## src/design/nettlp_defs.svh

```systemverilog
`ifndef NETTLP_DEFS_SVH
`define NETTLP_DEFS_SVH

// Stream widths shared by the Ethernet side and the PCIe side
`define NETTLP_DATA_WIDTH 64
`define NETTLP_KEEP_WIDTH 8

`define NETTLP_FIFO_DEPTH 512
`define NETTLP_FIFO_AW    9

`define NETTLP_HDR_WORDS  6 // Ethernet, IPv4, UDP and tunnel header in 64-bit words
`define NETTLP_ETHERTYPE  16'h0800
`define NETTLP_UDP_PORT   16'd3000

`endif

```

## src/design/nettlp_pkg.sv

```systemverilog
`default_nettype none
`include "nettlp_defs.svh"

package nettlp_pkg;

	// One word of the packet FIFO
	typedef struct packed {
		logic                          tvalid;
		logic                          tlast;
		logic [`NETTLP_KEEP_WIDTH-1:0] tkeep;
		logic [`NETTLP_DATA_WIDTH-1:0] tdata;
	} pcie_fifo_word_t;

	// Extraction stage walks the header, then keeps or discards the rest
	typedef enum logic [1:0] {
		HDR,
		PAYLOAD,
		DROP
	} extract_state_e;

	typedef enum logic {
		IDLE,
		READ
	} drain_state_e;

	// Current holder of the PCIe transmit port
	typedef enum logic [1:0] {
		NONE,
		BRIDGE,
		EXT
	} arb_owner_e;

endpackage

`default_nettype wire

```

## src/design/eth_tlp_extract.sv

```systemverilog
`default_nettype none
`timescale 1ns/1ps
`include "nettlp_defs.svh"

module eth_tlp_extract (
	input  wire                          pcie_clk,
	input  wire                          pcie_rst,

	// Ethernet receive stream
	input  wire                          eth_tvalid,
	output logic                         eth_tready,
	input  wire [`NETTLP_DATA_WIDTH-1:0] eth_tdata,
	input  wire [`NETTLP_KEEP_WIDTH-1:0] eth_tkeep,
	input  wire                          eth_tlast,

	// Packet FIFO write side
	input  wire                          full,
	output logic                         wr_en,
	output nettlp_pkg::pcie_fifo_word_t  din,

	output logic                         fifo_read_req // One pulse per good packet
);
	import nettlp_pkg::*;

	extract_state_e state;
	logic [2:0]     word_cnt;   // Header word index, 0 to 5
	logic           hdr_match;  // EtherType and UDP port both matched so far
	logic           rx_enable;
	logic           beat;
	logic           last_hdr_word;
	logic [15:0]    hdr_field;

	// Ready stays low until the cycle after reset ends
	always_ff @(posedge pcie_clk) begin
		if (pcie_rst)
			rx_enable <= 1'b0;
		else
			rx_enable <= 1'b1;
	end

	assign eth_tready = rx_enable && !full;
	assign beat       = eth_tvalid && eth_tready;

	assign last_hdr_word = (word_cnt == `NETTLP_HDR_WORDS - 1);

	// Bytes 4 and 5 of the word, high byte first as on the wire
	// EtherType lands here in word 1 and the UDP destination port in word 4
	assign hdr_field = {eth_tdata[39:32], eth_tdata[47:40]};

	always_ff @(posedge pcie_clk) begin
		if (pcie_rst) begin
			hdr_match <= 1'b0;
		end else if (beat && state == HDR) begin
			if (word_cnt == 3'd1)
				hdr_match <= (hdr_field == `NETTLP_ETHERTYPE);
			else if (word_cnt == 3'd4)
				hdr_match <= hdr_match && (hdr_field == `NETTLP_UDP_PORT);
		end
	end

	always_ff @(posedge pcie_clk) begin
		if (pcie_rst) begin
			state         <= HDR;
			word_cnt      <= '0;
			fifo_read_req <= 1'b0;
		end else begin
			fifo_read_req <= 1'b0;

			if (beat) begin
				case (state)
				HDR: begin
					if (eth_tlast) begin
						word_cnt <= '0; // Frame ended inside the header
					end else if (last_hdr_word) begin
						word_cnt <= '0;
						state    <= hdr_match ? PAYLOAD : DROP;
					end else begin
						word_cnt <= word_cnt + 3'd1;
					end
				end
				PAYLOAD: begin
					if (eth_tlast) begin
						state         <= HDR;
						fifo_read_req <= 1'b1; // Whole packet is now in the FIFO
					end
				end
				DROP: begin
					if (eth_tlast)
						state <= HDR;
				end
				default: begin
					state <= HDR;
				end
				endcase
			end
		end
	end

	// Payload goes to the FIFO in the same cycle it is accepted
	assign wr_en = beat && (state == PAYLOAD);

	always_comb begin
		din        = '0;
		din.tvalid = eth_tvalid;
		din.tlast  = eth_tlast;
		din.tkeep  = eth_tkeep;  // Keeps the byte enables of a short last word
		din.tdata  = eth_tdata;
	end

endmodule

`default_nettype wire

```

## config.mk

```make
export PLATFORM = sky130hd
export DESIGN_NAME = eth_tlp_extract
export DESIGN_NICKNAME = d
export VERILOG_FILES = /design/src/design/nettlp_pkg.sv /design/src/design/eth_tlp_extract.sv
export VERILOG_INCLUDE_DIRS = /design/src /design/src/design
export SDC_FILE = /design/constraint.sdc
export NUM_CORES = 1
export LEC_CHECK = 0
export BUFFER_PORTS_ARGS = -buffer_cell sky130_fd_sc_hd__buf_2
export CORE_MARGIN = 2
export CORE_UTILIZATION = 29
export DETAILED_ROUTE_END_ITERATION = 6
export PLACE_DENSITY = 0.91
export REMOVE_ABC_BUFFERS = 1
export SETUP_SLACK_MARGIN = 0.02
export SYNTH_ARGS = -nofsm -noshare
export SYNTH_HDL_FRONTEND = slang
export SYNTH_SLANG_ARGS = --single-unit
```

## constraint.sdc

```tcl
create_clock -name pcie_clk -period 1.8 [get_ports pcie_clk]
set_input_delay 0.27 -clock pcie_clk [delete_from_list [all_inputs] [get_ports pcie_clk]]
set_output_delay 0.27 -clock pcie_clk [all_outputs]
set_load 0.005 [all_outputs]
```

==> impl_metrics.ini, run 1 <==
[run_status]
status = finished, final reports clean

[timing]
finalCriticalPeriod_ns = 1.579
fin_skew_ns = 0.01209
fin_ws_ns = 0.2210
setup_tns_ns = 0
final_hold_viol_count = 0
setup_violations = 0
hold_ws_ns = 0.2741
finalCritPeriodShare_pct = 87.72
final-max-slew-violation-count = 0
rsz0062_at_grt = false
max_freq_mhz = 633.3
slew_headroom_pct = 76.74
tightest_slew_ns = 0.3445

[grt]
grt_start_max_net_pins = 9
grt_pass1_wl_mm = 6.292
antenna_found_initial = 0
grt_pass1_vias = 614
grt_remaining_overflow = 0
grt_util_all_layers_pct = 25.28
met3_usage_pct = 39.46
grtUsageMet1_pct = 13.06
grt-busiest-layer = met2
grtUsageMet2_pct = 39.49

[drt]
num_vias = 688
wl_mm = 5.145
via_per_inst = 4.914
wl_per_cell_microns = 36.75
drt_iter0_markers = 17
drc = 0
dr.pass1.iters = 4
detail-route-antenna-nets = 0

[setup_path]
criticalPathCategory = reg -> reg
crit_arrival_ns = 1.70
cp.required_ns = 1.92
start_kind = flip-flop
critical_path.max_fanout = 6
r2r_setup_slack_ns = 0.22
end_kind = flip-flop

[clocking]
clk_path_buf_depth = 2
tritoncts.num_buffers = 3
cts_resized = 0
clk-insertion-delay-late_ns = 0.26
cts_setup_buffers = 0
cts.sinks = 8
cts_tree = done
ctsHoldBuffers = 0
path_clk_slew_ns = 0.06
ctsHtreeMaxLevel = 1
cts-root-buf = clkbuf_4

[logic_synthesis]
synthArstFlopShare_pct = 0
syn_inst = 125
ys_ff_latch = 8
ys.flop_type = dfxtp_1
synth_edf_count = 0
yosys_warnings = 0
synth_area_sq_um = 1006
ys_types = 26
yosysSeqAreaShare_pct = 15.92
synth.avg_cell_area_sq_um = 8.048

[die]
die_y_microns = 62.90
die_x_microns = 62.90
core_area_sq_um = 3337
io_pins = 154
start_util_pct = 30.15
die_area_sq_um = 3956
placementRows = 21

[place]
dp_hpwl_mm = 4.851
port_buffers = 41
dp_slack_ns = 0.2673
place.gp.congestion = 0.9307

[cells_and_area]
fin_util_pct = 21.93
syn_to_final_growth_pct = -27.24
antenna_cells = 0
layout-drive-gt1-share_pct = 48.94
nets = 175

[power_and_ir_drop]
ir_drop_mv = 0.2402
p_per_area_nw_per_um2 = 536.1
p_leak_nw = 0.3260

[hold_path]
hold_class = in -> reg

[job]
drv_cap = 0
==> sequential cells by signal, indices dropped and copies added, names as in the netlist <==
register / cells
fifo_read_req: 1
word_cnt: 3
hdr_match: 1
state: 2
rx_enable: 1
==> layout make-up <==
class / count / area [sq um]
clock buffer: 3 / 22.52
multi-input combinational: 38 / 271.5
inverter: 4 / 15.01
timing repair buffer: 41 / 205.2
tap: 46 / 57.56
sequential: 8 / 160.2
fill: 375 / 2605
==> cells by family (layout without fill, tap and decap cells) <==
family	after synthesis	in the layout	synth area share, %
XOR/XNOR	1	1	0.8708
AND/OR/NAND/NOR	25	25	16.29
AO/OA/AOI/OAI	10	10	7.338
adder cells (fa/ha/maj)	2	2	2.487
buffers and inverters	79	48	57.09
flip-flops	8	8	15.92
==> synthesized netlist by cell type, drive strengths merged, types with 2 or more instances <==
master | count | area [sq um]
a21oi | 3 | 15.01
and3 | 2 | 12.51
buf | 74 | 555.5
dfxtp | 8 | 160.2
ha | 2 | 25.02
inv | 4 | 15.01
nand2b | 2 | 12.51
nand3b | 2 | 15.01
nand4b | 3 | 26.28
nor2 | 4 | 15.01
nor2b | 2 | 12.51
nor3 | 2 | 10.01
nor4 | 4 | 25.02
==> report_power, final <==
group | total (mW) | leakage (nW) | internal, mW | switching (mW)
Sequential | 0.182 | 0.0649 | 0.179 | 0.00224
Combinational | 0.0725 | 0.247 | 0.0365 | 0.0359
Clock | 0.138 | 0.0138 | 0.0764 | 0.0620
Total | 0.392 | 0.326 | 0.292 | 0.100
==> critical path, stage by stage (launching register included) <==
cell	delay (ns)
dfxtp_1	0.31
inv_1	0.07
ha_1	0.22
nand4b_1	0.29
o311ai_0	0.45
o21ai_1	0.12
==> metrics by stage <==
step / cells / instance area [sq um] / power (mW)
final: 140 / 732.0 / 0.3924
after global routing: 140 / 732.0 / 0.4183
after CTS: 140 / 732.0 / 0.3998
after detailed placement: 137 / 709.4 / 0.2576
after global placement: 137 / 709.4 / 0.2569
after floorplan: 50 / 446.7 / 0.1967
==> path summary, 6_finish.rpt <==
kind                       to     start  depth (start not counted)
hold / removal    word_cnt[1]  pcie_rst                          2
hold reg to reg      state[1]  state[1]                          2
setup reg to reg    hdr_match  state[1]                          5
setup / recovery    hdr_match  state[1]                          5
==> routing by layer <==
layer  up-vias  wire (microns)
met5         -               0
met1       292             903
li1        282               -
met3         8            1676
met4         0             179
met2       106            2386
==> cells in the final DEF (no fill, tap or decap) <==
cell type,count
a21oi_1,3
a221oi_2,1
a22oi_1,1
a31oi_1,1
a32oi_1,1
and3_1,2
buf_2,41
clkbuf_4,3
dfxtp_1,8
ha_1,2
inv_1,4
nand2b_1,2
nand3_1,1
nand3b_1,2
nand4_1,1
nand4b_1,3
nand4bb_1,1
nor2_1,4
nor2b_1,2
nor3_1,2
nor3b_2,1
nor4_1,4
o21ai_1,1
o21bai_1,1
o311ai_0,1
xnor2_1,1
Power figures use the tool's default switching activity.
==> inputs of run 2 (changes only) <==
Settings changed: CORE_ASPECT_RATIO set to 0.75.
==> run 2 against run 1 <==
Clock-buffer cell count is the same. Clock power grew 64%. Sequential share of layout area shrank 0.33 points. Sequential cell count is the same. Sequential power is essentially flat. Power grew 22%.
==> impl_metrics.ini, run 2 (synthesized netlist as in run 1, its figures left out) <==
[drt]
drt_iter0_markers = 22
drc = 0
num_vias = 713
wl_per_cell_microns = 36.59
detail-route-antenna-nets = 0
wl_mm = 4.903
via_per_inst = 5.321
dr.pass1.iters = 6

[cells_and_area]
antenna_cells = 0
syn_to_final_growth_pct = -26.12
largest_reg_flops = 3
reg_top3 = word_cnt (3), state (2)
nets = 175
layout-drive-gt1-share_pct = 48.94
stdcell_count = 134
layout_commonest_cell = buf_2
largest_register = word_cnt
final_cell_mix = 41 x buf_2, 8 x dfxtp_1, 4 x inv_1, 4 x nor2_1, 4 x nor4_1

[die]
start_util_pct = 30.39
die_y_microns = 55.01
core_area_sq_um = 3311
placementRows = 18
die_area_sq_um = 3961
io_pins = 154
die_x_microns = 72.01

[setup_path]
critPathTopFamily = compound AO/OA/AOI/OAI gates
crit_buf_inv = 1
end_kind = flip-flop
reg2regPathDepth = 6
start_kind = flip-flop
crit_arrival_ns = 1.64
criticalPathCategory = reg -> reg
slowest_stage = dfxtp_1
cp_num_cells = 6
r2r_setup_slack_ns = 0.28
cp.required_ns = 1.92
cpPeakStageDelay_ns = 0.30
critical_path.max_fanout = 6
rr_startpoint = state[1]
cp_cell_sequence = inv_1 > ha_1 > nand4b_1 > o21bai_1 > a22oi_1 > nor2_1
reg2reg_to = word_cnt[1]

[power_and_ir_drop]
p_leak_nw = 0.3338
power_frac_clock_pct = 47.1
combPwrFrac_pct = 14.8
p_total_mw = 0.4790
seq_power_share_pct = 38.1
ir_drop_mv = 0.2751
switching_share_pct = 24.40
internal_power_mw = 0.3621
p_per_area_nw_per_um2 = 644.5
p_switching_mw = 0.1169

[grt]
antenna_found_initial = 0
grt_util_all_layers_pct = 24.36
grt_pass1_vias = 597
grt_pass1_wl_mm = 5.782
grt_remaining_overflow = 0
grt_start_max_net_pins = 9

[hold_path]
hold_class = in -> reg
hold_path.startpoint = pcie_rst
min_to = word_cnt[0]
hold_path_depth = 2

[clocking]
tritoncts.num_buffers = 3
clk_path_buf_depth = 2
cts_setup_buffers = 0
cts-root-buf = clkbuf_8
clk-insertion-delay-late_ns = 0.24
cts.sinks = 8
cts_resized = 0
ctsHoldBuffers = 0
ctsHtreeMaxLevel = 1
path_clk_slew_ns = 0.05
cts_tree = done

[timing]
fin_ws_ns = 0.2849
setup_tns_ns = 0
max_freq_mhz = 660.0
fin_skew_ns = 0.005874
finalCriticalPeriod_ns = 1.515
rsz0062_at_grt = false
hold_ws_ns = 0.3060
finalCritPeriodShare_pct = 84.17
final_hold_viol_count = 0
setup_violations = 0
final-max-slew-violation-count = 0
tightest_slew_ns = 0.3183
slew_headroom_pct = 78.78

[place]
port_buffers = 41
dp_hpwl_mm = 4.487
place.gp.congestion = 0.8792
dp_slack_ns = 0.3132
place_inst = 131

[job]
drv_cap = 0

[run_status]
status = finished, final reports clean
[run 2: changes by cell type in the layout (fill, tap and decap cells not counted)]
cell / before / now
clkbuf_4: 3 / 0
clkbuf_8: 0 / 3
[run 2: final cells by class]
type	instances	area, sq um
Sequential cell	8	160.2
Tap cell	40	50.05
Timing Repair Buffer	41	205.2
Inverter	4	15.01
Multi-Input combinational cell	38	271.5
Fill cell	347	2567
Clock buffer	3	41.29
[run 2: how the worst max path moves through the flow]
| stage | end | startpoint |
|---|---|---|
| after floorplan | word_cnt[1] | state[0] |
| after global placement | word_cnt[1] | state[0] |
| after detailed placement | word_cnt[1] | state[1] |
| after CTS | word_cnt[1] | state[1] |
| after global routing | word_cnt[1] | state[0] |
| final | word_cnt[1] | state[1] |
[run 2: power by group through the flow]
stage | clock [mW] | sequential (mW) | combinational [mW]
floorplan | 0 | 0.185 | 0.0121
global placement | 0 | 0.185 | 0.0704
detailed placement | 0 | 0.185 | 0.0710
CTS | 0.225 | 0.182 | 0.0713
global route | 0.239 | 0.182 | 0.0774
finish | 0.226 | 0.182 | 0.0711
[run 2: metal layers]
metal	up-vias	GRT usage [%]	wire, microns
met4	0	7.547	103
met5	-	8.333	0
met2	126	30.71	1755
li1	280	-	-
met1	299	18.58	1294
met3	8	38.41	1749
[run 2: metrics by stage]
| step | cell area (sq um) | util (%) |
|---|---|---|
| 2_1_floorplan | 446.7 | - |
| 3_3_place_gp | 701.9 | 21.20 |
| 3_5_place_dp | 701.9 | 21.20 |
| 4_1_cts | 743.2 | 22.45 |
| 5_1_grt | 743.2 | 22.45 |
| 6_report | 743.2 | 22.45 |
