==> config.mk <==
export PLATFORM = sky130hd
export DESIGN_NAME = pcie_tx_arbiter
export DESIGN_NICKNAME = d
export VERILOG_FILES = /design/src/design/nettlp_pkg.sv /design/src/design/pcie_tx_arbiter.sv
export VERILOG_INCLUDE_DIRS = /design/src /design/src/design
export SDC_FILE = /design/constraint.sdc
export NUM_CORES = 1
export LEC_CHECK = 0
export BUFFER_PORTS_ARGS = -buffer_cell sky130_fd_sc_hd__clkbuf_2
export CORE_AREA = 2 2 88 90
export DETAILED_ROUTE_END_ITERATION = 6
export DIE_AREA = 0 0 90 92
export PLACE_DENSITY = 0.6
export REMOVE_ABC_BUFFERS = 1
export SLEW_MARGIN = 25
export SYNTH_ARGS = -nofsm -noshare
export SYNTH_HDL_FRONTEND = slang
export SYNTH_SLANG_ARGS = --single-unit
==> constraint.sdc <==
create_clock -name pcie_clk -period 2.3 [get_ports pcie_clk]
set_clock_uncertainty 0.2 [all_clocks]
set_input_delay 0.345 -clock pcie_clk [delete_from_list [all_inputs] [get_ports pcie_clk]]
set_output_delay 0.345 -clock pcie_clk [all_outputs]
set_load 0.005 [all_outputs]
==> src/design/nettlp_defs.svh <==
`ifndef NETTLP_DEFS_SVH
`define NETTLP_DEFS_SVH

// Stream widths shared by the Ethernet side and the PCIe side
`define NETTLP_DATA_WIDTH 64
`define NETTLP_KEEP_WIDTH 8

`define NETTLP_FIFO_DEPTH 512
`define NETTLP_FIFO_AW    9

`define NETTLP_HDR_WORDS  6 // Ethernet, IPv4, UDP and tunnel header in 64-bit words
`define NETTLP_ETHERTYPE  16'h0800
`define NETTLP_UDP_PORT   16'd3000

`endif

==> src/design/nettlp_pkg.sv <==
`default_nettype none
`include "nettlp_defs.svh"

package nettlp_pkg;

	// One word of the packet FIFO
	typedef struct packed {
		logic                          tvalid;
		logic                          tlast;
		logic [`NETTLP_KEEP_WIDTH-1:0] tkeep;
		logic [`NETTLP_DATA_WIDTH-1:0] tdata;
	} pcie_fifo_word_t;

	// Extraction stage walks the header, then keeps or discards the rest
	typedef enum logic [1:0] {
		HDR,
		PAYLOAD,
		DROP
	} extract_state_e;

	typedef enum logic {
		IDLE,
		READ
	} drain_state_e;

	// Current holder of the PCIe transmit port
	typedef enum logic [1:0] {
		NONE,
		BRIDGE,
		EXT
	} arb_owner_e;

endpackage

`default_nettype wire

==> src/design/pcie_tx_arbiter.sv <==
`default_nettype none
`timescale 1ns/1ps
`include "nettlp_defs.svh"

module pcie_tx_arbiter (
	input  wire                           pcie_clk,
	input  wire                           pcie_rst,

	// Bridge side
	input  wire                           bridge_tx_req,
	output logic                          bridge_tx_ack,
	input  wire                           bridge_tvalid,
	input  wire                           bridge_tlast,
	input  wire [`NETTLP_KEEP_WIDTH-1:0]  bridge_tkeep,
	input  wire [`NETTLP_DATA_WIDTH-1:0]  bridge_tdata,

	// External requester
	input  wire                           ext_tx_req,
	output logic                          ext_tx_ack,
	input  wire                           ext_tvalid,
	input  wire                           ext_tlast,
	input  wire [`NETTLP_KEEP_WIDTH-1:0]  ext_tkeep,
	input  wire [`NETTLP_DATA_WIDTH-1:0]  ext_tdata,

	// Shared PCIe transmit link
	output logic                          pcie_tvalid,
	output logic                          pcie_tlast,
	output logic [`NETTLP_KEEP_WIDTH-1:0] pcie_tkeep,
	output logic [`NETTLP_DATA_WIDTH-1:0] pcie_tdata
);
	import nettlp_pkg::*;

	arb_owner_e owner;
	logic       last_ext; // External side won the most recent grant

	always_ff @(posedge pcie_clk) begin
		if (pcie_rst) begin
			owner    <= NONE;
			last_ext <= 1'b0;
		end else begin
			case (owner)
			NONE: begin
				if (bridge_tx_req && (!ext_tx_req || last_ext)) begin
					owner    <= BRIDGE;
					last_ext <= 1'b0;
				end else if (ext_tx_req) begin
					owner    <= EXT;
					last_ext <= 1'b1;
				end
			end
			BRIDGE: begin
				if (!bridge_tx_req)
					owner <= NONE;
			end
			EXT: begin
				if (!ext_tx_req)
					owner <= NONE;
			end
			default: begin
				owner <= NONE;
			end
			endcase
		end
	end

	assign bridge_tx_ack = (owner == BRIDGE);
	assign ext_tx_ack    = (owner == EXT);

	always_comb begin
		pcie_tvalid = 1'b0;
		pcie_tlast  = 1'b0;
		pcie_tkeep  = '0;
		pcie_tdata  = '0;
		case (owner)
		BRIDGE: begin
			pcie_tvalid = bridge_tvalid;
			pcie_tlast  = bridge_tlast;
			pcie_tkeep  = bridge_tkeep;
			pcie_tdata  = bridge_tdata;
		end
		EXT: begin
			pcie_tvalid = ext_tvalid;
			pcie_tlast  = ext_tlast;
			pcie_tkeep  = ext_tkeep;
			pcie_tdata  = ext_tdata;
		end
		default: begin
			pcie_tvalid = 1'b0; // Link stays quiet with no owner
		end
		endcase
	end

endmodule

`default_nettype wire

==> results of run 1 <==
-- logic make-up (layout without fill, tap and decap cells) --
family / Yosys count / after routing / share of synthesized area, %
buf+inv: 28 / 239 / 9.591
simple gates: 77 / 77 / 36.59
flops: 3 / 3 / 4.469
compound gates: 82 / 82 / 45.62
fa+ha+maj: 4 / 4 / 3.725
-- path summary, 6_finish.rpt --
check                           slack, ns  cells past startpoint             startpoint                     to
worst max-delay path                 0.15                      6  owner[0]$_SDFFE_PP0P_         pcie_tdata[61]
worst min-delay path                 0.17                      2               pcie_rst  last_ext$_SDFFE_PP0P_
worst max register to register       0.59                      6  owner[1]$_SDFFE_PP0P_  owner[1]$_SDFFE_PP0P_
worst min register to register       0.30                      1  last_ext$_SDFFE_PP0P_  last_ext$_SDFFE_PP0P_
-- power breakdown --
part / leakage (nW) / internal (mW) / switching (mW)
sequential: 0.0248 / 0.0590 / 0.00588
combinational: 1.23 / 0.343 / 0.302
clock: 0.0228 / 0.119 / 0.0384
-- per-layer routing --
layer	up-vias	share of wire [%]
met3	4	11
met4	0	0.54
met5	-	0
met2	145	50
li1	1143	-
met1	1031	38
-- cells in the final DEF (no fill, tap or decap) --
| cell type | n |
|---|---|
| o21ai_0 | 1 |
| nor4bb_1 | 2 |
| clkbuf_1 | 1 |
| clkbuf_2 | 227 |
| ha_2 | 2 |
| buf_12 | 2 |
| a22o_1 | 2 |
| inv_1 | 3 |
| dfxtp_1 | 3 |
| clkbuf_8 | 3 |
| nor2b_1 | 74 |
| or3b_1 | 1 |
| ha_1 | 2 |
| a311oi_1 | 1 |
| buf_4 | 3 |
| o21ai_1 | 1 |
| a22oi_1 | 75 |
| a21oi_1 | 1 |
| a21oi_2 | 1 |
-- worst max-delay path: stages, from the launching register on --
cell and delay, ns:
dfxtp_1 0.32, inv_1 0.10, ha_2 0.22, buf_4 0.32, a22oi_1 0.16, nor2b_1 0.13, clkbuf_2 0.12
-- through the flow --
step | worst slack [ns] | instances | setup TNS [ns]
after global placement | 0.4232 | 503 | 0
after global routing | 0.006347 | 507 | 0
after CTS | 0.1397 | 507 | 0
final | 0.1478 | 507 | 0
after floorplan | -0.4664 | 169 | -35.23
after detailed placement | 0.3832 | 503 | 0
-- cell type report --
class | instances | area [um^2]
timing repair buffer | 232 | 1199
tap | 102 | 127.6
sequential | 3 | 60.06
multi-input combinational | 163 | 1160
clock buffer | 4 | 45.04
fill | 811 | 4845
inverter | 3 | 11.26
-- registers in the layout, indices dropped and copies added (netlist names) --
| name | flops |
|---|---|
| last_ext | 1 |
| owner | 2 |
==> results.ini, run 1 <==
[pwr]
worst_ir_drop_vdd_uv=242.9
static-leakage-power_nw=1.280
power.density_cell_area_nw_per_um2=333.1
totalPowerFinal_uw=866.9

[setup_path]
end_kind=output pin
worst-endpoint-required_ns=1.75
criticalPathCategory=reg -> out
crit_path_max_fanout=34
worst_setup_path_start_kind=flop
critPathArrivalTime_ns=1.61

[floorplanning]
io-pin-count=228
floorplan.die.width_um=90
placeableCoreArea_um2=7447
die-area_um2=8280
placement_rows=32
floorplan.initialDensity_pct=18.04
die_h_um=92

[timing]
timing.fmax_mhz=464.6
setup_repair_after_global_routing_missed_its_margin=false
max_slew.worst_pin.slew_ns=0.3332
setup_viol=0
worst_hold_slack_ns=0.1669
period_share_pct=93.57
layout_min_cycle_time_ns=2.152
hold_violations=0
slew_violations=0
max-slew-margin-rel_pct=77.79

[synthesis]
area_of_the_mapped_netlist_um2=1344
synth.yosys.seq_area_share_pct=4.469
synth-edff-count=0
most_repeated_cell_in_the_gate_level_netlist_after_synthesis=a22oi_1
synth_area_per_cell_um2=6.927
synthDominantAreaCellType=a22oi_1
yosys-top-cells-count=75 x a22oi_1, 74 x nor2b_1, 11 x clkbuf_1, 10 x buf_2, 4 x ha_1
synth_cell_type_count=18
synth_top_cells_by_area=a22oi_1 42%, nor2b_1 34%, dfxtp_1 4.5%
synth-main-ff-cell=dfxtp_1
synth.top_cell.area_share_pct=41.90
postSynth.asyncResetShare_pct=0
netlist_instances=194
yosys_warnings=0
ys_ff_latch=3

[clock_network]
cts.path.max_buffers=2
post-cts-setup-buffer-count=0
cts_root_buffer=clkbuf_8
clk-insertion-delay-late_ns=0.22
count_of_instances_resized_after_the_clock_tree_is_built=0
cts-htree-levels=1
numCtsBuffers=3
cts.sink_count=3
ctsHoldBuffers=0
clock_tree_from_tritoncts=yes
clkSlewWorstSetupHoldPaths_ns=0.03

[grt]
grt_pass1_vias=2148
grt_start_max_net_pins=79
antenna_found_initial=0
globalRouteMet2Util_pct=26.38
grt.met3_usage_pct=3.369
grt_most_used_layer=met2
grt_pass1_wl_um=9453
groute.layer.met1.usage_pct=14.41
grt_remaining_overflow=0
track_usage_pct=13.30

[place]
globalplace.congestion=0.7007
portBuffers=227
dp_hpwl_um=4922
dpl_cell_area_um2=2557

[cells_and_area]
antenna_cells=0
drive_above_1_share_pct=58.77
area_growth_pct=93.67
final_net_count=562
final_cell_area_um2=2603
layout.core_utilization_pct=34.95

[route]
first_pass_iters=5
drc=0
wl_per_cell_um=12.15
postRouteAntennaNets=0
route.detailed.vias_per_inst=4.582
num_vias=2323
drt-initial-drc-count=98
wl_um=6159

[status]
outcome=finished clean

[flow_run]
max_cap_viols=0

[min_path]
hold_class=in -> reg

Note: power is estimated with default switching activity, not from simulation.
==> run 2: changes to the inputs <==
==> constraint.sdc (replaced) <==
create_clock -name pcie_clk -period 2.3 [get_ports pcie_clk]
set_clock_uncertainty 0.2 [all_clocks]
set_input_delay 0.46 -clock pcie_clk [delete_from_list [all_inputs] [get_ports pcie_clk]]
set_output_delay 0.46 -clock pcie_clk [all_outputs]
set_load 0.005 [all_outputs]
==> run 2 against run 1 <==
Hold slack improved by 0.12 ns. Global-route usage fell by 0.084 points. Count of clock-buffer cells in the layout did not move. Final area rose by 1.5%. Sequential power barely moved. Critical endpoint is now pcie_tdata[62]. Largest cell class unchanged. Largest power group unchanged. Highest routed layer unchanged.
==> results.ini, run 2 (synthesized netlist as in run 1, its figures left out) <==
[status]
outcome=finished clean

[setup_path]
critical_path.top_delay_family=buffers and inverters
worst_setup_path_start_kind=flop
total_number_of_cells_along_the_worst_setup_path=5
worst-endpoint-required_ns=1.64
crit_path_max_fanout=35
crit_start=owner[0]$_SDFFE_PP0P_
r2r_setup_slack_ns=0.63
crit-reg2reg-launch=owner[0]$_SDFFE_PP0P_
end_kind=output pin
critPathArrivalTime_ns=1.55
critPathMaxStageDelay_ns=0.37
cp-endpoint=pcie_tdata[62]
crit_path_top_delay_cell=ha_1
r2r_cells=6
worst_r2r_endpoint=owner[1]$_SDFFE_PP0P_
worstPathBufferInverterCount=3
path_cells=inv_1 -> ha_1 -> buf_8 -> nor2b_1 -> clkbuf_2
criticalPathCategory=reg -> out

[timing]
layout_min_cycle_time_ns=2.209
period_share_pct=96.06
hold_violations=0
worst_hold_slack_ns=0.2859
timing.fmax_mhz=452.6
setup_repair_after_global_routing_missed_its_margin=true
setup_viol=0
slew_violations=0
layout_setup_ws_ns=0.09052
max-slew-margin-rel_pct=83.44
max_slew.worst_pin.slew_ns=0.2451
setup-tns-final_ns=0

[clock_network]
ctsHoldBuffers=0
cts_root_buffer=clkbuf_8
count_of_instances_resized_after_the_clock_tree_is_built=0
numCtsBuffers=3
post-cts-setup-buffer-count=0
clk-insertion-delay-late_ns=0.21
cts.path.max_buffers=2
clkSlewWorstSetupHoldPaths_ns=0.03
clock_tree_from_tritoncts=yes
cts.sink_count=3
cts-htree-levels=1

[cells_and_area]
final_cell_area_um2=2643
area_growth_pct=96.65
mostFrequentLayoutCell=clkbuf_2
antenna_cells=0
largest_register_ff_count=2
drive_above_1_share_pct=59.11
largest_regs=owner (2), last_ext (1)
mostFrequentLayoutCells=227 x clkbuf_2, 74 x a22oi_1, 74 x nor2b_1
num-fill-cells=800
stdcell_count=508
layout.core_utilization_pct=35.48
largest-register=owner
final_net_count=563

[grt]
grt_remaining_overflow=0
antenna_found_initial=0
grt_pass1_vias=2102
grt_start_max_net_pins=44
track_usage_pct=13.21
grt_pass1_wl_um=9321

[place]
dpl_cell_area_um2=2577
preCtsSetupSlack_ns=0.2504
portBuffers=227
placed_cells=504
dp_hpwl_um=5126
globalplace.congestion=0.7009

[floorplanning]
io-pin-count=228
die_h_um=92
placement_rows=32
die-area_um2=8280
floorplan.initialDensity_pct=18.04
placeableCoreArea_um2=7447
floorplan.die.width_um=90

[flow_run]
max_cap_viols=0

[route]
postRouteAntennaNets=0
drc=0
wl_um=6285
drt-initial-drc-count=90
route.detailed.vias_per_inst=4.589
num_vias=2331
first_pass_iters=6
wl_per_cell_um=12.37

[pwr]
power.density_cell_area_nw_per_um2=338.2
totalPowerFinal_uw=893.8
worst_ir_drop_vdd_uv=242.6
static-leakage-power_nw=1.293

[min_path]
hold_class=in -> reg

[run 2: area by class of cell]
cell class | instances | area, um^2 | area share [%]
multi-input cells | 163 | 1165 | 44.08
clock buffers | 4 | 45.04 | 1.705
flip-flops and latches | 3 | 60.06 | 2.273
inverters | 3 | 11.26 | 0.4261
well taps | 102 | 127.6 | 4.830
repair buffers | 233 | 1234 | 46.69
[run 2: worst min path at each step]
stage               cells past startpoint               endpoint  slack [ns]                  start
floorplan                               1  last_ext$_SDFFE_PP0P_        0.26  last_ext$_SDFFE_PP0P_
global placement                        1  last_ext$_SDFFE_PP0P_        0.28  last_ext$_SDFFE_PP0P_
detailed placement                      1  last_ext$_SDFFE_PP0P_        0.30  last_ext$_SDFFE_PP0P_
CTS                                     2  last_ext$_SDFFE_PP0P_        0.28               pcie_rst
global route                            2  last_ext$_SDFFE_PP0P_        0.31               pcie_rst
finish                                  2  last_ext$_SDFFE_PP0P_        0.29               pcie_rst
[run 2: per-layer routing]
metal | vias to the layer above | track usage, % | part of all wire (%)
met2 | 131 | 26.00 | 51
met1 | 1051 | 14.42 | 39
met4 | 0 | 1.923 | 0.54
li1 | 1145 | - | -
met5 | - | 0 | 0
met3 | 4 | 3.369 | 10
[run 2: report_power, final]
part / switching [mW] / total [mW] / internal [mW] / leakage, nW
Combinational: 0.310 / 0.676 / 0.365 / 1.25
Clock: 0.0350 / 0.153 / 0.118 / 0.0228
Sequential: 0.00600 / 0.0650 / 0.0590 / 0.0248
Total: 0.351 / 0.894 / 0.542 / 1.29
[run 2: worst reg2reg max path, stage by stage (launching register included)]
cell     delay, ns
dfxtp_1       0.35
inv_1         0.09
ha_2          0.21
buf_12        0.17
a22oi_1       0.22
a21oi_2       0.09
a22o_1        0.22
