[config.mk]
export PLATFORM = sky130hd
export DESIGN_NAME = fifo2pcie
export DESIGN_NICKNAME = d
export VERILOG_FILES = /design/src/design/nettlp_pkg.sv /design/src/design/fifo2pcie.sv
export VERILOG_INCLUDE_DIRS = /design/src /design/src/design
export SDC_FILE = /design/constraint.sdc
export NUM_CORES = 1
export LEC_CHECK = 0
export ABC_AREA = 1
export ABC_CLOCK_PERIOD_IN_PS = 1460
export CAP_MARGIN = 15
export CELL_PAD_IN_SITES_DETAIL_PLACEMENT = 0
export CELL_PAD_IN_SITES_GLOBAL_PLACEMENT = 1
export CORE_MARGIN = 4
export CORE_UTILIZATION = 36
export CTS_BUF_LIST = sky130_fd_sc_hd__clkbuf_16
export CTS_CLUSTER_SIZE = 8
export DETAILED_ROUTE_END_ITERATION = 7
export DONT_BUFFER_PORTS = 1
export PLACE_DENSITY_LB_ADDON = 0.1
export SYNTH_ARGS = -nofsm -noshare
export SYNTH_HDL_FRONTEND = slang
export SYNTH_SLANG_ARGS = --single-unit
[constraint.sdc]
create_clock -name pcie_clk -period 1.46 [get_ports pcie_clk]
set_input_delay 0.292 -clock pcie_clk [delete_from_list [all_inputs] [get_ports pcie_clk]]
set_output_delay 0.292 -clock pcie_clk [all_outputs]
set_load 0.03 [all_outputs]
[src/design/nettlp_defs.svh]
`ifndef NETTLP_DEFS_SVH
`define NETTLP_DEFS_SVH

// Stream widths shared by the Ethernet side and the PCIe side
`define NETTLP_DATA_WIDTH 64
`define NETTLP_KEEP_WIDTH 8

`define NETTLP_FIFO_DEPTH 512
`define NETTLP_FIFO_AW    9

`define NETTLP_HDR_WORDS  6 // Ethernet, IPv4, UDP and tunnel header in 64-bit words
`define NETTLP_ETHERTYPE  16'h0800
`define NETTLP_UDP_PORT   16'd3000

`endif

[src/design/nettlp_pkg.sv]
`default_nettype none
`include "nettlp_defs.svh"

package nettlp_pkg;

	// One word of the packet FIFO
	typedef struct packed {
		logic                          tvalid;
		logic                          tlast;
		logic [`NETTLP_KEEP_WIDTH-1:0] tkeep;
		logic [`NETTLP_DATA_WIDTH-1:0] tdata;
	} pcie_fifo_word_t;

	// Extraction stage walks the header, then keeps or discards the rest
	typedef enum logic [1:0] {
		HDR,
		PAYLOAD,
		DROP
	} extract_state_e;

	typedef enum logic {
		IDLE,
		READ
	} drain_state_e;

	// Current holder of the PCIe transmit port
	typedef enum logic [1:0] {
		NONE,
		BRIDGE,
		EXT
	} arb_owner_e;

endpackage

`default_nettype wire

[src/design/fifo2pcie.sv]
`default_nettype none
`timescale 1ns/1ps
`include "nettlp_defs.svh"

module fifo2pcie (
	input  wire                          pcie_clk,
	input  wire                          pcie_rst,

	// Packet FIFO read side
	output logic                         rd_en,
	input  wire nettlp_pkg::pcie_fifo_word_t dout,
	input  wire                          empty,

	input  wire                          fifo_read_req, // A complete packet was queued

	// Transmit port request and grant
	output logic                         pcie_tx_req,
	input  wire                          pcie_tx_ack,

	// The link has to take every beat, so tready is not looked at
	input  wire                          pcie_tready,

	// TLP stream towards the arbiter
	output logic                         pcie_tvalid,
	output logic                         pcie_tlast,
	output logic [`NETTLP_KEEP_WIDTH-1:0] pcie_tkeep,
	output logic [`NETTLP_DATA_WIDTH-1:0] pcie_tdata
);
	import nettlp_pkg::*;

	drain_state_e state;
	drain_state_e state_next;
	logic [7:0]   eth_pktcount; // Packets written into the FIFO
	logic [7:0]   tlp_pktcount; // Packets sent out

	always_ff @(posedge pcie_clk) begin
		if (pcie_rst)
			eth_pktcount <= '0;
		else if (fifo_read_req)
			eth_pktcount <= eth_pktcount + 8'd1;
	end

	always_ff @(posedge pcie_clk) begin
		if (pcie_rst)
			tlp_pktcount <= '0;
		else if (state == READ && dout.tlast)
			tlp_pktcount <= tlp_pktcount + 8'd1;
	end

	always_ff @(posedge pcie_clk) begin
		if (pcie_rst)
			state <= IDLE;
		else
			state <= state_next;
	end

	always_comb begin
		state_next  = state;
		rd_en       = 1'b0;
		pcie_tx_req = 1'b0;
		pcie_tvalid = 1'b0;
		pcie_tlast  = 1'b0;
		pcie_tkeep  = '0;
		pcie_tdata  = '0;

		case (state)
		IDLE: begin
			if (tlp_pktcount != eth_pktcount) begin
				pcie_tx_req = 1'b1;
				if (pcie_tx_ack && !empty)
					state_next = READ;
			end
		end
		READ: begin
			// The whole packet is already queued so every cycle carries a beat
			rd_en       = 1'b1;
			pcie_tx_req = 1'b1;
			pcie_tvalid = dout.tvalid;
			pcie_tlast  = dout.tlast;
			pcie_tkeep  = dout.tkeep;
			pcie_tdata  = dout.tdata;
			if (dout.tlast)
				state_next = IDLE;
		end
		default: begin
			state_next = IDLE;
		end
		endcase
	end

endmodule

`default_nettype wire

==> results.md, run 1 <==
- Status: complete, but fails checks
- Measured slew at the worst slew-check pin: 0.442 ns
- Syn Std Cell Area: 0.00147 sq mm
- Via density: 4.50
- Synth async-reset ratio: 0%
- Non-Filler Instances: 356
- Critical Path RT: 1.17 ns
- Worst reg2reg endpoint: eth_pktcount[4]
- Synth Instances: 287
- Most frequent cell after synthesis: nand2_1
- TritonCTS buffer count: 3
- RSZ-0062 raised after global routing: true
- Minimum clock period: 1.50 ns
- Setup tns final: -0.594 ns
- Fraction of layout cells with a size suffix above 1: 44.2%
- # setup viols final: 19
- # placed instances: 341
- Clk_skew: 0.000792 ns
- Leakage power: 1.20 nW
- Detailed Route WL: 4710 microns
- H-tree depth: 1
- Routability cong.: 0.739
- Via total after detailed routing: 1602
- Drt first pass iters: 7
- Die Footprint: 0.00517 sq mm
- Root Driver: clkbuf_16
- Post-synthesis register bit count: 17
- Clk sinks: 17
- DRC: 0
- I/O pin cnt: 156
- Initial Utilization: 38.7%
- Synth warn: 0
- Pwr Total: 1.43 mW
- CP arrival: 1.20 ns
- Crit. End Element: output pin
- First-pass GRT wire length: 6120 microns
- Worst-path clk slew: 0.05 ns
- Yosys top cell area share: 26.5%
- Area added between synthesis and finish: 32.7%
- GRT overflow: 0
- Fmax: 668 MHz
- Clk_lat worst skew: 0.25 ns
- Violated checks: negative setup slack
- Synth top cells by count: 104 x nand2_1, 93 x inv_1, 17 x dfxtp_1, 17 x nor2_1, 14 x a21oi_1
- Die height: 71.9 microns
- HP Class: input port to flop
- Initial antenna violation count: 0
- Maximum VDD drop: 573 uV
- WS Path Type: flop to output pin
- Worst setup margin: -0.0369 ns
- HPWL Detailed: 3350 microns
- Vias in the first global route: 1303
- Area contributors post-synth: nand2_1 27%, inv_1 24%, dfxtp_1 23%, a21oi_1 4.8%, nor2_1 4.3%
- Worst relative slew slack: 70.5%
- Buffers on Ports: 0
- Reg-to-reg startpoint: eth_pktcount[0]
- Min-Delay Endpoint: eth_pktcount[1]
- Distinct cells, synth: 20
- Wire length per cell: 13.2 microns
- Synthesized area per cell: 5.13 sq um
- Yosys top cell by area: nand2_1
- Crit path max fanout: 18
- Sequential area share after synthesis: 23.1%
- CTS tree: yes
- Min-delay src: pcie_rst
- Routed Antenna Nets: 0
- Slew Limit Fails: 0
- R2R cell count: 7
- Placement Setup Slack: 0.0722 ns
- Cts hold-fix bufs: 0
- Max capacitance violation total: 0
- Initial drt markers: 55
- CORE AREA: 0.00380 sq mm
- Hold path depth: 1
- Reg2Reg Setup Slack: 0.13 ns
- CP Launch Type: flop
- Final #Nets: 391
- Die X: 71.9 microns
- Clk buf depth: 2
- Antenna cells: 0
- Largest net degree at the start of global routing: 37
- Hold Violations, Final: 0
- Syn_nets: 369
- Final core occ: 51.4%
- Rows: 22
- Final period utilization: 103%
- Pwr Density: 735 mW/mm^2
- Total global-route track usage: 14.6%
- Post-synth EDFFs: 0
- Top_reg_cell synth: dfxtp_1
area by class of cell:
cell class	count	area [sq um]
Inverter	96	360
Tap cell	48	60.1
Timing Repair Buffer	26	339
Fill cell	405	1850
Sequential cell	17	362
Clock inverter	1	3.75
Multi-Input combinational cell	165	752
Clock buffer	3	75.1
repair_timing:
item                                    CTS  global route
gates cloned                              2             3
resized for setup                        61            49
endpoints found under the setup margin   74            28
setup buffers                             2             4
pin swaps                                 2             5
worst max-delay path by stage:
stage,endpoint,from,slack (ns)
final,pcie_tdata[15],state,-0.04
after global routing,pcie_tx_req,tlp_pktcount[1],-0.12
after CTS,pcie_tx_req,eth_pktcount[1],-0.06
after detailed placement,pcie_tx_req,tlp_pktcount[0],0.07
after global placement,pcie_tx_req,tlp_pktcount[0],0.08
after floorplan,pcie_tdata[10],state,0.09
cells in the final DEF (no fill, tap or decap):
master     count
nand2_1       96
inv_2         79
inv_1         16
nor2_1        15
a21oi_1       14
buf_4         12
nand2_2       10
nand3_1        9
dfxtp_2        8
buf_6          7
o21ai_0        6
clkbuf_16      6
dfxtp_1        6
nor2_2         4
dfxtp_4        3
xnor2_1        2
nor3_1         2
nand3_2        2
clkinv_1       2
ha_1           2
buf_16         2
buf_12         2
nor3_4         1
nand4_1        1
o211ai_1       1
metrics by stage:
stage | area (sq um) | hold WS, ns
floorplan | 1470 | 0.364
global placement | 1610 | 0.366
detailed placement | 1610 | 0.368
CTS | 1780 | 0.0983
global route | 1950 | 0.102
finish | 1950 | 0.101
logic make-up (layout without fill, tap and decap cells):
group | Yosys count | in the layout | share of synthesized area (%)
AOI/OAI and AO/OA | 21 | 21 | 7.31
and+or+nand+nor | 140 | 140 | 39.2
adders and majority gates | 2 | 2 | 1.70
DFF | 17 | 17 | 23.1
xor gates and xnor gates | 2 | 2 | 1.19
buffers and inverters | 105 | 126 | 27.5
power by group:
part / internal [mW] / total [mW] / switching [mW]
combinational: 0.123 / 0.406 / 0.283
sequential: 0.471 / 0.486 / 0.0152
clock: 0.364 / 0.542 / 0.178
total: 0.958 / 1.43 / 0.476
registers in the layout, summed over array words and instances, names as in the netlist:
| register | cells |
|---|---|
| eth_pktcount | 8 |
| state | 1 |
| tlp_pktcount | 8 |
metal layers:
metal  wire length, microns  part of all wire [%]  track usage (%)
met2                   2400                    51             26.2
met1                   1880                    40             17.9
met3                    408                   8.7             3.74
met4                     21                  0.45             1.88
met5                      0                     0                0
worst max-delay path: stages, from the launching register on:
cell and delay [ns]:
dfxtp_4 0.47, buf_12 0.14, buf_16 0.13, nand2_1 0.07, inv_2 0.13
Note: power is estimated with default switching activity, not from simulation.
==> run 2: changes to the inputs <==
==> constraint.sdc (replaced) <==
create_clock -name pcie_clk -period 1.46 [get_ports pcie_clk]
set_input_delay 0.146 -clock pcie_clk [delete_from_list [all_inputs] [get_ports pcie_clk]]
set_output_delay 0.146 -clock pcie_clk [all_outputs]
set_load 0.03 [all_outputs]
==> results.md, run 2 (synthesized netlist as in run 1, its figures left out) <==
- Status: completed
- CTS tree: yes
- CORE AREA: 0.00380 sq mm (unchanged)
- Die height: 71.9 microns (unchanged)
- Detailed Route WL: 4220 microns (-10%)
- First-pass GRT wire length: 5580 microns (-8.9%)
- Slew Limit Fails: 0 (unchanged)
- Die Footprint: 0.00517 sq mm (unchanged)
- I/O pin cnt: 156 (unchanged)
- Biggest regs: eth_pktcount x8, tlp_pktcount x8, state x1
- Measured slew at the worst slew-check pin: 0.439 ns (-0.00223 ns)
- Rows: 22 (unchanged)
- Clk buf depth: 2 (unchanged)
- Via total after detailed routing: 1527 (-4.7%)
- Antenna cells: 0 (unchanged)
- Design Area, Final: 0.00166 sq mm (-15%)
- Worst relative slew slack: 70.7% (+0.15 points)
- Routed Antenna Nets: 0 (unchanged)
- Leakage power: 1.23 nW (+2.7%)
- GRT overflow: 0 (unchanged)
- H-tree depth: 1 (unchanged)
- Die X: 71.9 microns (unchanged)
- WS Path Type: flop to output pin
- Hold Violations, Final: 0 (unchanged)
- Vias in the first global route: 1204 (-7.6%)
- Crit path max fanout: 4 (-14)
- Pwr Density: 809 mW/mm^2 (+10%)
- Final core occ: 43.7% (-7.6 points)
- Most frequent cells in the layout: 104 x nand2_1, 92 x inv_1, 16 x nor2_1, 14 x a21oi_1
- Initial Utilization: 38.7% (unchanged)
- Area added between synthesis and finish: 12.9%
- Worst-path clk slew: 0.05 ns (about the same)
- Drt first pass iters: 4 (-3)
- Initial antenna violation count: 0 (unchanged)
- Hold WS: 0.0404 ns (-0.0607 ns)
- Clk_lat worst skew: 0.24 ns (about the same)
- # fillers: 420 (+3.7%)
- # setup viols final: 0 (-19)
- Post-DP Area: 0.00152 sq mm (-5.6%)
- Via density: 4.54 (+0.99%)
- HP Class: input port to flop
- Root Driver: clkbuf_16
- Clk_skew: 0.00252 ns (+0.00173 ns)
- Most common cell after layout, fill and taps aside: nand2_1
- Critical Path RT: 1.31 ns (+0.14 ns)
- DRC: 0 (unchanged)
- Max capacitance violation total: 0 (unchanged)
- Clk sinks: 17 (unchanged)
- TritonCTS buffer count: 3 (unchanged)
- Final period utilization: 96.2% (-6.3 points)
- HPWL Detailed: 3420 microns (+2.1%)
- Maximum VDD drop: 687 uV (+20%)
- Crit. End Element: output pin
- Buffers on Ports: 0 (unchanged)
- CP arrival: 1.26 ns (+0.06 ns)
- Fraction of layout cells with a size suffix above 1: 10.1% (-34 points)
- Minimum clock period: 1.40 ns (-0.0920 ns)
- Largest net degree at the start of global routing: 75 (+100%)
- RSZ-0062 raised after global routing: true
- Fmax: 712 MHz (+6.5%)
- Total global-route track usage: 13.2% (-1.4 points)
- Routability cong.: 0.721 (-2.4%)
- Final #Nets: 371 (-5.1%)
- CP Launch Type: flop
- Wire length per cell: 12.6 microns (-4.9%)
- Pwr Total: 1.34 mW (-6.3%)
- Initial drt markers: 41 (-25%)
-- run 2: cell types whose count changed in the layout (fill, tap and decap cells not counted), sizes merged --
cell,delta
dlygate4sd3,+1
clkbuf,-2
buf,-19
-- run 2: final cells by class --
class,count,area (sq um),share of cell area (%)
multi-input combinational,165,729,43.9
inverter,96,360,21.7
sequential,17,355,21.4
timing repair buffer,6,77.6,4.67
clock buffer,3,75.1,4.52
tap,48,60.1,3.61
clock inverter,1,3.75,0.226
-- run 2: where the power goes --
group | leakage [nW] | internal [mW] | switching, mW | total (mW)
registers | 0.142 | 0.474 | 0.0118 | 0.486
logic | 1.05 | 0.0644 | 0.255 | 0.320
clock network | 0.0423 | 0.363 | 0.175 | 0.538
-- run 2: path summary, 6_finish.rpt --
check / startpoint / slack (ns) / end / cells after the start
worst max-delay path: tlp_pktcount[3] / 0.06 / pcie_tx_req / 7
worst min-delay path: fifo_read_req / 0.04 / eth_pktcount[0] / 2
worst max register to register: tlp_pktcount[3] / 0.29 / state / 8
worst min register to register: tlp_pktcount[6] / 0.49 / tlp_pktcount[6] / 2
-- run 2: worst max-delay path: stages (launching register included) --
cell and delay (ns):
dfxtp_1 0.37, inv_1 0.09, nand2_1 0.06, nand2_1 0.04
nor2_1 0.08, nand3_1 0.11, nor2_2 0.16, inv_2 0.10
-- run 2: per-stage QoR --
step	TNS, ns	setup WS, ns	instances
final	0	0.0551	336
after global routing	-0.0213	-0.0213	336
after CTS	0	0.00213	334
after detailed placement	0	0.174	329
after global placement	0	0.182	329
after floorplan	0	0.0935	287
-- run 2: layer usage --
layer  vias up  global-route usage, %  share of wire, %
li1        805                      -                 -
met3         0                   3.74               9.4
met4         0                   1.25                 0
met5         -                      0                 0
met2        78                   23.6                52
met1       644                   16.2                39
-- run 2: what timing repair did --
action | in CTS | in global routing
pin swaps | 0 | 3
hold endpoints to repair | 3 | 0
cloned | 0 | 1
gates resized for setup | 2 | 11
buffers inserted | 0 | 1
hold buffers | 1 | 0
setup endpoints to repair | 1 | 31
